==> src/source/dataflow_pkg.sv <==
package dataflow_pkg;

    // token payload width unless the top level overrides it
    parameter int data_width_default = 32;

    // join state of the two-input token mux
    //   idle  waiting for the select token and the side it names
    //   done  output token offered until the consumer takes it
    typedef enum logic {
        idle = 1'b0,
        done = 1'b1
    } mux_state_e;

endpackage

==> src/source/alu_pkg.sv <==
package alu_pkg;

    // width of the opcode field on the op channel
    parameter int op_width = 2;

    // opcode carried with every op token
    typedef enum logic [op_width-1:0] {
        op_add  = 2'd0,
        op_sub  = 2'd1,
        op_xor  = 2'd2,
        op_pass = 2'd3
    } alu_op_e;

    // printable rule name for messages
    function automatic string op_name(alu_op_e op);
        case (op)
            op_add:  return "add";
            op_sub:  return "sub";
            op_xor:  return "xor";
            default: return "pass";
        endcase
    endfunction

endpackage

==> src/source/token_mux2.sv <==
`timescale 1ns/100ps

module token_mux2 #(
    parameter int data_width = dataflow_pkg::data_width_default
) (
    input  logic                  clk,
    input  logic                  rst,
    // a channel
    input  logic [data_width-1:0] a_data,
    input  logic                  a_valid,
    output logic                  a_ready,
    // b channel
    input  logic [data_width-1:0] b_data,
    input  logic                  b_valid,
    output logic                  b_ready,
    // select channel where 0 picks a and 1 picks b
    input  logic                  sel,
    input  logic                  sel_valid,
    output logic                  sel_ready,
    // joined output channel
    output logic [data_width-1:0] mux_data,
    output logic                  mux_valid,
    input  logic                  mux_ready
);

    dataflow_pkg::mux_state_e state;

    logic [data_width-1:0] a_buf;
    logic [data_width-1:0] b_buf;
    logic                  sel_buf;
    logic                  a_full;
    logic                  b_full;
    logic                  sel_full;
    logic                  chosen_full;
    logic                  mux_fire;

    // one-token buffers ready only while empty
    assign a_ready   = !a_full;
    assign b_ready   = !b_full;
    assign sel_ready = !sel_full;

    // the buffered select decides which side is joined
    assign chosen_full = sel_buf ? b_full : a_full;
    assign mux_valid   = (state == dataflow_pkg::done);
    assign mux_data    = sel_buf ? b_buf : a_buf;
    assign mux_fire    = mux_valid && mux_ready;

    // payload captures
    always_ff @(posedge clk) begin
        if (a_valid && !a_full) begin
            a_buf <= a_data;
        end
        if (b_valid && !b_full) begin
            b_buf <= b_data;
        end
        if (sel_valid && !sel_full) begin
            sel_buf <= sel;
        end
    end

    always_ff @(posedge clk) begin
        if (rst) begin
            state    <= dataflow_pkg::idle;
            a_full   <= 1'b0;
            b_full   <= 1'b0;
            sel_full <= 1'b0;
        end else begin
            if (a_valid && !a_full) begin
                a_full <= 1'b1;
            end else if (mux_fire && !sel_buf) begin
                a_full <= 1'b0;
            end

            if (b_valid && !b_full) begin
                b_full <= 1'b1;
            end else if (mux_fire && sel_buf) begin
                b_full <= 1'b0;
            end

            // select stays full while the output token is offered
            if (sel_valid && !sel_full) begin
                sel_full <= 1'b1;
            end else if (mux_fire) begin
                sel_full <= 1'b0;
            end

            case (state)
                dataflow_pkg::idle: begin
                    if (sel_full && chosen_full) begin
                        state <= dataflow_pkg::done;
                    end
                end
                default: begin
                    // unused side keeps its token for a later select
                    if (mux_ready) begin
                        state <= dataflow_pkg::idle;
                    end
                end
            endcase
        end
    end

    a_join_held : assert property (@(posedge clk) disable iff (rst)
        mux_valid |-> sel_full && chosen_full);

    a_data_stable : assert property (@(posedge clk) disable iff (rst)
        mux_valid && !mux_ready |=> $stable(mux_data) && mux_valid);

endmodule

==> src/source/token_alu.sv <==
`timescale 1ns/100ps

module token_alu #(
    parameter int data_width = dataflow_pkg::data_width_default
) (
    input  logic                  clk,
    input  logic                  rst,
    // data token from the mux
    input  logic [data_width-1:0] mux_data,
    input  logic                  mux_valid,
    output logic                  mux_ready,
    // opcode token
    input  alu_pkg::alu_op_e      op_code,
    input  logic [data_width-1:0] op_operand,
    input  logic                  op_valid,
    output logic                  op_ready,
    // registered result
    output logic [data_width-1:0] alu_data,
    output logic                  alu_valid,
    input  logic                  alu_ready
);

    logic                  slot_free;
    logic                  d_held;
    logic                  o_held;
    logic [data_width-1:0] d_hold;
    logic [data_width-1:0] o_hold;
    alu_pkg::alu_op_e      c_hold;
    logic                  d_take;
    logic                  o_take;
    logic                  d_avail;
    logic                  o_avail;
    logic                  load;
    logic [data_width-1:0] d_val;
    logic [data_width-1:0] o_val;
    alu_pkg::alu_op_e      c_val;
    logic [data_width-1:0] result;

    // result register empty or draining this cycle
    assign slot_free = !alu_valid || alu_ready;

    // a side that arrived alone waits in its hold register
    assign mux_ready = slot_free && !d_held;
    assign op_ready  = slot_free && !o_held;

    assign d_take  = mux_valid && mux_ready;
    assign o_take  = op_valid && op_ready;
    assign d_avail = d_held || d_take;
    assign o_avail = o_held || o_take;
    assign load    = d_avail && o_avail && slot_free;

    assign d_val = d_held ? d_hold : mux_data;
    assign o_val = o_held ? o_hold : op_operand;
    assign c_val = o_held ? c_hold : op_code;

    always_comb begin
        case (c_val)
            alu_pkg::op_add: result = d_val + o_val;
            alu_pkg::op_sub: result = d_val - o_val;
            alu_pkg::op_xor: result = d_val ^ o_val;
            default:         result = d_val;
        endcase
    end

    always_ff @(posedge clk) begin
        if (d_take && !load) begin
            d_hold <= mux_data;
        end
        if (o_take && !load) begin
            o_hold <= op_operand;
            c_hold <= op_code;
        end
        if (load) begin
            alu_data <= result;
        end
    end

    always_ff @(posedge clk) begin
        if (rst) begin
            d_held    <= 1'b0;
            o_held    <= 1'b0;
            alu_valid <= 1'b0;
        end else begin
            d_held <= load ? 1'b0 : d_avail;
            o_held <= load ? 1'b0 : o_avail;
            if (load) begin
                alu_valid <= 1'b1;
            end else if (alu_ready) begin
                alu_valid <= 1'b0;
            end
        end
    end

    a_result_hold : assert property (@(posedge clk) disable iff (rst)
        alu_valid && !alu_ready |=> $stable(alu_data) && alu_valid);

endmodule

==> src/source/token_fifo.sv <==
`timescale 1ns/100ps

module token_fifo #(
    parameter int data_width = dataflow_pkg::data_width_default,
    parameter int fifo_depth = 4
) (
    input  logic                  clk,
    input  logic                  rst,
    input  logic [data_width-1:0] in_data,
    input  logic                  in_valid,
    output logic                  in_ready,
    output logic [data_width-1:0] out_data,
    output logic                  out_valid,
    input  logic                  out_ready
);

    localparam int ptr_width = (fifo_depth > 1) ? $clog2(fifo_depth) : 1;
    localparam int cnt_width = $clog2(fifo_depth + 1);
    localparam logic [ptr_width-1:0] last_slot = ptr_width'(fifo_depth - 1);

    logic [data_width-1:0] mem [fifo_depth];
    logic [ptr_width-1:0]  wr_ptr;
    logic [ptr_width-1:0]  rd_ptr;
    logic [cnt_width-1:0]  count;
    logic                  push;
    logic                  pop;

    assign in_ready  = (count != cnt_width'(fifo_depth));
    assign out_valid = (count != '0);
    assign out_data  = mem[rd_ptr];

    assign push = in_valid && in_ready;
    assign pop  = out_valid && out_ready;

    always_ff @(posedge clk) begin
        if (push) begin
            mem[wr_ptr] <= in_data;
        end
    end

    always_ff @(posedge clk) begin
        if (rst) begin
            wr_ptr <= '0;
            rd_ptr <= '0;
            count  <= '0;
        end else begin
            // pointers wrap at the last slot so any depth works
            if (push) begin
                wr_ptr <= (wr_ptr == last_slot) ? '0 : wr_ptr + 1'b1;
            end
            if (pop) begin
                rd_ptr <= (rd_ptr == last_slot) ? '0 : rd_ptr + 1'b1;
            end
            case ({push, pop})
                2'b10:   count <= count + 1'b1;
                2'b01:   count <= count - 1'b1;
                default: count <= count;
            endcase
        end
    end

    a_count_bound : assert property (@(posedge clk) disable iff (rst)
        count <= cnt_width'(fifo_depth));

    // equal pointers mean empty unless the count says full
    a_no_empty_pop : assert property (@(posedge clk) disable iff (rst)
        pop |-> (rd_ptr != wr_ptr) || (count == cnt_width'(fifo_depth)));

endmodule

==> src/source/dataflow_select_alu.sv <==
`timescale 1ns/100ps

module dataflow_select_alu #(
    parameter int data_width = dataflow_pkg::data_width_default,
    parameter int fifo_depth = 4
) (
    input  logic                  clk,
    input  logic                  rst,
    input  logic [data_width-1:0] a_data,
    input  logic                  a_valid,
    output logic                  a_ready,
    input  logic [data_width-1:0] b_data,
    input  logic                  b_valid,
    output logic                  b_ready,
    input  logic                  sel,
    input  logic                  sel_valid,
    output logic                  sel_ready,
    input  alu_pkg::alu_op_e      op_code,
    input  logic [data_width-1:0] op_operand,
    input  logic                  op_valid,
    output logic                  op_ready,
    output logic [data_width-1:0] out_data,
    output logic                  out_valid,
    input  logic                  out_ready
);

    // mux to operator node
    logic [data_width-1:0] mux_data;
    logic                  mux_valid;
    logic                  mux_ready;

    // operator node to output fifo
    logic [data_width-1:0] alu_data;
    logic                  alu_valid;
    logic                  alu_ready;

    token_mux2 #(
        .data_width(data_width)
    ) u_mux (
        .clk       (clk),
        .rst       (rst),
        .a_data    (a_data),
        .a_valid   (a_valid),
        .a_ready   (a_ready),
        .b_data    (b_data),
        .b_valid   (b_valid),
        .b_ready   (b_ready),
        .sel       (sel),
        .sel_valid (sel_valid),
        .sel_ready (sel_ready),
        .mux_data  (mux_data),
        .mux_valid (mux_valid),
        .mux_ready (mux_ready)
    );

    token_alu #(
        .data_width(data_width)
    ) u_alu (
        .clk        (clk),
        .rst        (rst),
        .mux_data   (mux_data),
        .mux_valid  (mux_valid),
        .mux_ready  (mux_ready),
        .op_code    (op_code),
        .op_operand (op_operand),
        .op_valid   (op_valid),
        .op_ready   (op_ready),
        .alu_data   (alu_data),
        .alu_valid  (alu_valid),
        .alu_ready  (alu_ready)
    );

    token_fifo #(
        .data_width(data_width),
        .fifo_depth(fifo_depth)
    ) u_fifo (
        .clk       (clk),
        .rst       (rst),
        .in_data   (alu_data),
        .in_valid  (alu_valid),
        .in_ready  (alu_ready),
        .out_data  (out_data),
        .out_valid (out_valid),
        .out_ready (out_ready)
    );

endmodule

==> config.mk <==
export PLATFORM = sky130hd
export DESIGN_NAME = dataflow_select_alu
export DESIGN_NICKNAME = d
export VERILOG_FILES = /design/src/source/dataflow_pkg.sv /design/src/source/alu_pkg.sv /design/src/source/token_mux2.sv /design/src/source/token_alu.sv /design/src/source/token_fifo.sv /design/src/source/dataflow_select_alu.sv
export SDC_FILE = /design/constraint.sdc
export NUM_CORES = 1
export LEC_CHECK = 0
export BUFFER_PORTS_ARGS = -buffer_cell sky130_fd_sc_hd__buf_2
export CAP_MARGIN = 20
export CORE_MARGIN = 1.5
export CORE_UTILIZATION = 32
export DETAILED_ROUTE_END_ITERATION = 12
export PLACE_DENSITY = 0.47
export SYNTH_ARGS = -nofsm -noshare
export SYNTH_HDL_FRONTEND = slang
export SYNTH_HIERARCHICAL = 1
export SYNTH_SLANG_ARGS = --single-unit
==> constraint.sdc <==
create_clock -name clk -period 9.91 [get_ports clk]
set_input_delay 0.991 -clock clk [delete_from_list [all_inputs] [get_ports clk]]
set_output_delay 0.991 -clock clk [all_outputs]
set_load 0.01 [all_outputs]
==> results.py, run 1 <==
metrics = {
    "place": {
        "place_area_um2": 16100,
        "dp_hpwl_mm": 24.2,
        "dp.cells": 1733,
        "pre_cts_slack_ns": 4.12,
        "io_buffers": 142,
        "gp_congestion": 0.838,
    },
    "routing": {
        "routedWlPerCell_um": 18.7,
        "via_count": 8524,
        "drtPass1Iterations": 4,
        "ant_nets": 0,
        "vias_per_cell": 4.75,
        "drt-total-wl_mm": 33.5,
        "detail_route.iter0.violations": 396,
        "drc_errors": 0,
    },
    "logic_synthesis": {
        "synth-seq-cells": 307,
        "synth_cells": 1020,
        "yosys_warnings": 6,
        "synthFlopType": "edfxtp_1",
        "synth-edff-count": 291,
        "synth_top_area_frac": 0.593,
        "ys_seq_area_frac": 0.615,
        "syn_avg_cell_area_um2": 14.5,
        "ys_top_cells_by_area": "edfxtp_1 (59%), mux4_2 (4.9%), mux2_2 (4.7%), xnor2_1 (3.7%), ha_1 (3.2%)",
        "syn_nets": 1166,
        "yosys.area.top_type": "edfxtp_1",
        "synth_async_sr_flop_share": 0,
        "netlist_area_um2": 14700,
        "ys_types": 77,
    },
    "pwr": {
        "p_leak_uw": 0.00597,
        "ir_drop_v": 0.000121,
        "power_density_nw_per_um2": 199,
    },
    "clock_tree": {
        "cts_hold_buf": 0,
        "cts_buffer_depth": 3,
        "htree_num_levels": 2,
        "root_buffer": "clkbuf_16",
        "ctsResizeCount": 0,
        "clock_latency_ns": 0.53,
        "cts.sinks": 307,
        "cts_made_buffers": 34,
        "cts_tree": "done",
        "clk_pin_slew_worst_paths_ns": 0.06,
        "postCtsSetupBuffers": 0,
    },
    "timing": {
        "setup_viol": 0,
        "relSlewSlack": 0.322,
        "drv_slew": 0,
        "worst_pin_slew_ns": 1.01,
        "fin_crit_ns": 5.64,
        "hold_violations": 0,
        "fin_ws_ns": 4.27,
        "setup_tns_ns": 0,
        "post-route-period-util": 0.569,
        "rsz0062_at_grt": "no",
        "fmax_mhz": 177,
        "clock-skew-final_ns": 0.0119,
    },
    "worst_setup_path": {
        "crit_required_ns": 10.17,
        "worstPathCellList": "buf_4, mux2_2, nand2_1, o21ai_0, xnor2_1, ha_1, a21oi_1, a21boi_0, o311ai_0, a21oi_1, a2111oi_0, o21bai_1, xnor2_1, a21oi_1",
        "cpMaxStageDelayCell": "mux2_2",
        "cp_common_cell": "a21oi_1",
        "cpPeakStageDelay_ns": 0.73,
        "endpoint_kind": "register",
        "arrival_ns": 5.91,
        "crit_fanout": 47,
        "cp-start-kind": "register",
        "crit_type": "register to register",
    },
    "global_route": {
        "track_usage": 0.142,
        "overflow": 0,
        "grt_pass1_wl_mm": 51.5,
        "grt_pass1_vias": 8571,
        "grt_max_degree": 48,
        "antenna_found_initial": 6,
    },
    "floorplanning": {
        "die-area_um2": 47400,
        "die_h_um": 218,
        "rows": 78,
        "die_w_um": 218,
        "design.core.area_um2": 45400,
        "start_util": 0.325,
        "io_pins": 143,
    },
    "layout": {
        "final_cell_mix": "edfxtp_1 (291), buf_2 (142), nor2_1 (71)",
        "drive_above_1_share": 0.271,
        "design_area_um2": 17200,
        "syn2layout_area_growth_pct": 16.5,
        "layout.nets": 1315,
        "final_common_cell": "edfxtp_1",
        "instances_no_fill": 1794,
    },
    "worst_hold_path": {
        "hp-class": "register to register",
    },
    "status": {
        "outcome": "finished, final reports clean",
    },
    "job": {
        "max_cap_viol_count": 0,
    },
}
metrics by stage:
stage / hold WS [ns] / util / power (uW)
finish: 0.497 / 0.378 / 3410
global route: 0.516 / 0.378 / 3580
CTS: 0.499 / 0.378 / 3460
detailed placement: 0.490 / 0.354 / 2220
global placement: 0.479 / 0.354 / 2230
floorplan: 0.459 / - / 2030
worst paths after layout:
| kind | from | end | slack (ns) | cells past startpoint |
|---|---|---|---|---|
| worst min-delay path | u_alu/alu_data[2] | u_fifo/mem[0][2] | 0.50 | 0 |
| worst max register to register | u_alu/o_held | u_alu/alu_data[31] | 4.27 | 14 |
| worst min register to register | u_alu/alu_data[2] | u_fifo/mem[0][2] | 0.50 | 0 |
| worst max-delay path | u_alu/o_held | u_alu/alu_data[31] | 4.27 | 14 |
worst max-delay path, delay by kind of cell, from the launching register on:
kind / cells / cell delay (ns)
AND/OR/NAND/NOR: 1 / 0.58
flip-flops: 1 / 0.52
buffers and inverters: 1 / 0.56
multiplexers: 1 / 0.73
adder cells (fa/ha/maj): 1 / 0.32
AO/OA/AOI/OAI: 8 / 2.29
XOR/XNOR: 2 / 0.30
state kept, by name, indices dropped and copies added (netlist names), named ones only:
| name | count |
|---|---|
| u_fifo/mem | 128 |
| u_alu/alu_data | 32 |
| u_alu/d_hold | 32 |
| u_alu/o_hold | 32 |
| u_mux/a_buf | 32 |
| u_mux/b_buf | 32 |
| u_fifo/count | 3 |
| u_alu/c_hold | 2 |
| u_fifo/rd_ptr | 2 |
| u_fifo/wr_ptr | 2 |
| u_alu/alu_valid | 1 |
| u_alu/d_held | 1 |
| u_alu/o_held | 1 |
| u_mux/a_full | 1 |
| u_mux/b_full | 1 |
| u_mux/mux_valid | 1 |
| u_mux/sel_buf | 1 |
| u_mux/sel_full | 1 |
Yosys cell counts (3+ instances only):
cell	instances
nor2_1	72
inv_1	27
nor3_1	16
dfxtp_1	16
nor2b_1	7
nand4_1	5
edfxtp_1	291
mux4_2	32
nand2b_1	8
xnor2_1	62
or3_1	9
ha_1	38
o31ai_1	5
a211oi_1	6
clkbuf_1	18
and2_1	4
nor4b_1	4
nand3_1	11
xor2_1	23
a31oi_1	8
nor4_1	5
o21a_1	7
a21o_1	9
buf_6	7
buf_2	6
o21ai_0	30
buf_4	3
a311oi_1	3
mux2_2	62
buf_1	7
and3_2	3
a41oi_1	4
nand2_1	39
mux2i_1	47
nor3b_1	3
o21bai_1	6
a21oi_1	61
cell families after synthesis:
group	count (synthesis)	synth area share
fa+ha+maj	40	0.0350
buf+inv	68	0.0222
mux	146	0.134
simple gates	210	0.0740
xor+xnor	86	0.0516
flops	307	0.615
compound gates	163	0.0691
area by class of cell:
| type | count | area [um^2] |
|---|---|---|
| Clock buffer | 44 | 952 |
| Multi-Input combinational cell | 645 | 5370 |
| Sequential cell | 307 | 9060 |
| Antenna cell | 1 | 2.50 |
| Tap cell | 600 | 751 |
| Fill cell | 4333 | 28200 |
| Timing Repair Buffer | 154 | 801 |
| Inverter | 27 | 101 |
| Clock inverter | 16 | 129 |
power breakdown:
| group | switching (uW) | total [uW] | internal, uW |
|---|---|---|---|
| clock | 487 | 1220 | 729 |
| sequential | 21.5 | 1510 | 1490 |
| combinational | 401 | 687 | 285 |
per-layer routing:
metal | vias up | wire, um | global-route usage | share of wire
li1 | 4212 | - | - | -
met2 | 178 | 14300 | 0.208 | 0.43
met3 | 55 | 1550 | 0.0328 | 0.046
met1 | 4069 | 16800 | 0.207 | 0.50
met5 | - | 64 | 0 | 0.0019
met4 | 10 | 786 | 0.0433 | 0.023
Note: power is estimated with default switching activity, not from simulation.
==> run 2: changes to the inputs <==
PLACE_DENSITY = 0.49   (was 0.47)
clock period = 4.9 ns   (was 9.91 ns; I/O delays follow)
==> results.py, run 2 (synthesis gave the netlist of run 1 again) <==
metrics = {
    "timing": {
        "setup_tns_ns": 0,
        "setup_viol": 0,
        "fmax_mhz": 220,
        "clock-skew-final_ns": 0.0169,
        "hold_violations": 0,
        "relSlewSlack": 0.326,
        "post-route-period-util": 0.929,
        "fin_crit_ns": 4.55,
        "rsz0062_at_grt": "no",
        "worst_pin_slew_ns": 1.01,
        "drv_slew": 0,
    },
    "worst_setup_path": {
        "path_delay_family": "simple AND/OR/NAND/NOR gates",
        "worstPathCellList": "buf_4, nor4_2, o21a_1, or4b_4, or3_1, nor3b_2, nand2_1, nand2_1, xnor2_1, ha_1, a21oi_1, o21bai_1, a21oi_1, o31ai_1, nor3_1, a211oi_1, xnor2_1, mux2i_1",
        "crit_required_ns": 5.16,
        "cp-start-kind": "register",
        "crit_type": "register to register",
        "cpMaxStageDelayCell": "or4b_4",
        "endpoint_kind": "register",
        "crit_buf_inv": 1,
        "crit_fanout": 13,
        "cpPeakStageDelay_ns": 0.54,
        "arrival_ns": 4.81,
    },
    "clock_tree": {
        "root_buffer": "clkbuf_16",
        "cts_hold_buf": 0,
        "htree_num_levels": 2,
        "clk_pin_slew_worst_paths_ns": 0.06,
        "cts.sinks": 307,
        "cts_buffer_depth": 3,
        "ctsResizeCount": 0,
        "cts_tree": "done",
        "clock_latency_ns": 0.53,
        "postCtsSetupBuffers": 0,
        "cts_made_buffers": 34,
    },
    "global_route": {
        "antenna_found_initial": 6,
        "overflow": 0,
        "track_usage": 0.142,
        "grt_pass1_wl_mm": 51.2,
        "grt_max_degree": 35,
        "grt_pass1_vias": 8580,
    },
    "pwr": {
        "power_density_nw_per_um2": 401,
        "ir_drop_v": 0.000253,
        "p_leak_uw": 0.00609,
    },
    "routing": {
        "drtPass1Iterations": 5,
        "detail_route.iter0.violations": 526,
        "ant_nets": 0,
        "routedWlPerCell_um": 18.2,
        "via_count": 8663,
        "drc_errors": 0,
        "drt-total-wl_mm": 33.1,
        "vias_per_cell": 4.77,
    },
    "layout": {
        "layout.nets": 1336,
        "final_common_cell": "edfxtp_1",
        "final_cell_mix": "edfxtp_1 (291), buf_2 (142), nor2_1 (71)",
        "drive_above_1_share": 0.285,
        "syn2layout_area_growth_pct": 17.9,
        "largest_reg_flops": 128,
        "instances_no_fill": 1817,
        "largest-register": "u_fifo/mem",
    },
    "floorplanning": {
        "start_util": 0.325,
        "rows": 78,
        "io_pins": 143,
        "die_w_um": 218,
        "die_h_um": 218,
        "design.core.area_um2": 45400,
        "die-area_um2": 47400,
    },
    "place": {
        "gp_congestion": 0.859,
        "dp_hpwl_mm": 24.2,
        "dp.cells": 1754,
        "io_buffers": 142,
    },
    "worst_hold_path": {
        "hp-class": "primary input to register",
    },
    "status": {
        "outcome": "finished, final reports clean",
    },
    "job": {
        "max_cap_viol_count": 0,
    },
}
run 2: per-stage QoR:
step	utilization	total power, uW	hold slack (ns)	setup WS [ns]	area [um^2]
after floorplan	-	4110	0.459	0.642	14700
after global placement	0.358	4550	0.477	0.197	16300
after detailed placement	0.358	4540	0.489	0.125	16300
after CTS	0.382	7060	0.100	0.127	17300
after global routing	0.383	7330	0.109	0.0246	17400
final	0.383	6970	0.134	0.349	17400
run 2: power breakdown:
part / switching, uW / total, uW / leakage, uW / internal, uW
Sequential: 56.8 / 3070 / 0.00280 / 3010
Combinational: 802 / 1420 / 0.00275 / 621
Clock: 1000 / 2480 / 0.000532 / 1480
run 2: layer usage:
metal | wire length, um | vias to the layer above | global-route usage
met3 | 1610 | 48 | 0.0272
met2 | 14400 | 192 | 0.213
met5 | 75 | - | 0
met1 | 16300 | 4157 | 0.204
li1 | - | 4256 | -
met4 | 742 | 10 | 0.0479
run 2: final timing paths:
check,start,end,slack [ns],cells after the start
worst max-delay path,u_alu/o_held,u_alu/alu_data[30],0.35,18
worst min-delay path,sel,u_mux/sel_buf,0.13,1
worst max register to register,u_alu/o_held,u_alu/alu_data[30],0.35,18
worst min register to register,u_fifo/rd_ptr[0],register,0.50,2
run 2: layout make-up:
| type | count | area (um^2) |
|---|---|---|
| Multi-Input combinational cell | 645 | 5410 |
| Sequential cell | 307 | 9060 |
| Timing Repair Buffer | 175 | 975 |
| Antenna cell | 1 | 2.50 |
| Clock buffer | 45 | 956 |
| Clock inverter | 17 | 129 |
| Tap cell | 600 | 751 |
| Inverter | 27 | 101 |
| Fill cell | 4306 | 28000 |
==> run 3: changes to the inputs <==
RECOVER_POWER = 50   (was unset)
==> results.py, run 3 (synthesis gave the netlist of run 1 again) <==
metrics = {
    "status": {
        "outcome": "finished, violations left",
        "violations": "max-capacitance violations, max-slew violations",
    },
    "worst_hold_path": {
        "hp-class": "primary input to register",
        "min_from": "sel",
    },
    "timing": {
        "hold_violations": 0,
        "relSlewSlack": -1.05,
        "setup_viol": 0,
        "worst_pin_slew_ns": 3.06,
        "fin_crit_ns": 4.55,
        "rsz0062_at_grt": "no",
        "drv_slew": 66,
        "fmax_mhz": 220,
        "setup_tns_ns": 0,
        "clock-skew-final_ns": 0.0176,
        "post-route-period-util": 0.929,
    },
    "routing": {
        "ant_nets": 0,
        "via_count": 8634,
        "drtPass1Iterations": 5,
        "vias_per_cell": 4.75,
        "routedWlPerCell_um": 18.2,
        "drt-total-wl_mm": 33.1,
        "drc_errors": 0,
        "detail_route.iter0.violations": 552,
    },
    "pwr": {
        "ir_drop_v": 0.000251,
        "p_leak_uw": 0.00596,
        "power_density_nw_per_um2": 402,
    },
    "layout": {
        "drive_above_1_share": 0.238,
        "largest_reg_flops": 128,
        "largest-register": "u_fifo/mem",
        "instances_no_fill": 1816,
        "syn2layout_area_growth_pct": 17.4,
        "n_antenna_cell": 0,
        "final_common_cell": "edfxtp_1",
        "layout.nets": 1336,
        "final_cell_mix": "edfxtp_1 (291), buf_2 (103), nor2_1 (71)",
        "design_area_um2": 17300,
        "nFillCells": 4324,
    },
    "clock_tree": {
        "clk_pin_slew_worst_paths_ns": 0.06,
        "htree_num_levels": 2,
        "cts_hold_buf": 0,
        "cts_tree": "done",
        "root_buffer": "clkbuf_16",
        "cts_made_buffers": 34,
        "clock_latency_ns": 0.53,
        "cts_buffer_depth": 3,
        "cts.sinks": 307,
    },
    "global_route": {
        "grt_pass1_wl_mm": 51.2,
        "antenna_found_initial": 1,
        "track_usage": 0.142,
        "grt_pass1_vias": 8580,
        "overflow": 0,
        "grt_max_degree": 35,
    },
    "worst_setup_path": {
        "arrival_ns": 4.81,
        "cp-start-kind": "register",
        "crit_fanout": 13,
        "crit_type": "register to register",
        "endpoint_kind": "register",
        "crit_required_ns": 5.16,
        "r2r_start": "u_alu/o_held",
        "critPathLaunch": "u_alu/o_held",
    },
    "floorplanning": {
        "die_w_um": 218,
        "start_util": 0.325,
        "design.core.area_um2": 45400,
        "die_h_um": 218,
        "rows": 78,
        "die-area_um2": 47400,
        "io_pins": 143,
    },
    "place": {
        "gp_congestion": 0.859,
        "place_area_um2": 16300,
        "io_buffers": 142,
        "dp.cells": 1754,
        "dp_hpwl_mm": 24.2,
    },
    "job": {
        "max_cap_viol_count": 2,
    },
}
==> run 3: area by class of cell <==
type / count / area, um^2 / share of cell area
flip-flops and latches: 307 / 9060 / 0.524
inverters: 27 / 101 / 0.00586
clock buffers: 45 / 956 / 0.0552
multi-input cells: 645 / 5380 / 0.311
clock inverters: 17 / 129 / 0.00745
repair buffers: 175 / 926 / 0.0535
well taps: 600 / 751 / 0.0434
==> run 3: path summary, 6_finish.rpt <==
| kind | end | slack, ns | cells past startpoint |
|---|---|---|---|
| min | u_mux/sel_buf | 0.13 | 1 |
| min reg2reg | register | 0.50 | 2 |
| max | u_alu/alu_data[30] | 0.35 | 18 |
| max reg2reg | u_alu/alu_data[30] | 0.35 | 18 |
==> run 3: report_power, final <==
part	internal (uW)	leakage [uW]	switching (uW)	total, uW
clock network	1480	0.000532	1000	2480
logic	612	0.00263	801	1410
registers	3010	0.00280	55.7	3070
total	5100	0.00596	1860	6960
==> run 3: stage by stage <==
| step | total power [uW] | util | hold slack, ns | worst slack, ns |
|---|---|---|---|---|
| after global routing | 7320 | 0.381 | 0.109 | 0.0246 |
| final | 6960 | 0.381 | 0.133 | 0.347 |
| after global placement | 4550 | 0.358 | 0.477 | 0.197 |
| after floorplan | 4110 | - | 0.459 | 0.642 |
| after CTS | 7060 | 0.382 | 0.100 | 0.127 |
| after detailed placement | 4540 | 0.358 | 0.489 | 0.125 |
==> run 3: critical path, cell delays in order, from the launching register on <==
cell and delay, ns:
dfxtp_4 0.42, buf_4 0.20, nor4_2 0.33, o21a_1 0.18, or4b_4 0.54, or3_1 0.37, nor3b_2 0.26, nand2_1 0.08
nand2_1 0.11, xnor2_1 0.07, ha_1 0.41, a21oi_1 0.14, o21bai_1 0.16, a21oi_1 0.10, o31ai_1 0.27, nor3_1 0.09
a211oi_1 0.29, xnor2_1 0.16, mux2i_1 0.10
==> run 3: metal layers <==
| metal | GRT usage | wire [um] | vias to the layer above |
|---|---|---|---|
| li1 | - | - | 4254 |
| met1 | 0.204 | 16400 | 4150 |
| met2 | 0.213 | 14400 | 191 |
| met3 | 0.0272 | 1660 | 37 |
| met4 | 0.0479 | 710 | 2 |
| met5 | 0 | 17 | - |
==> run 3: timing repair <==
action | 4_1_cts | 5_1_grt
endpoints found under the hold margin | 0 | 0
endpoints found under the setup margin | 0 | 9
buffers inserted | 0 | 0
gates resized for setup | 0 | 9
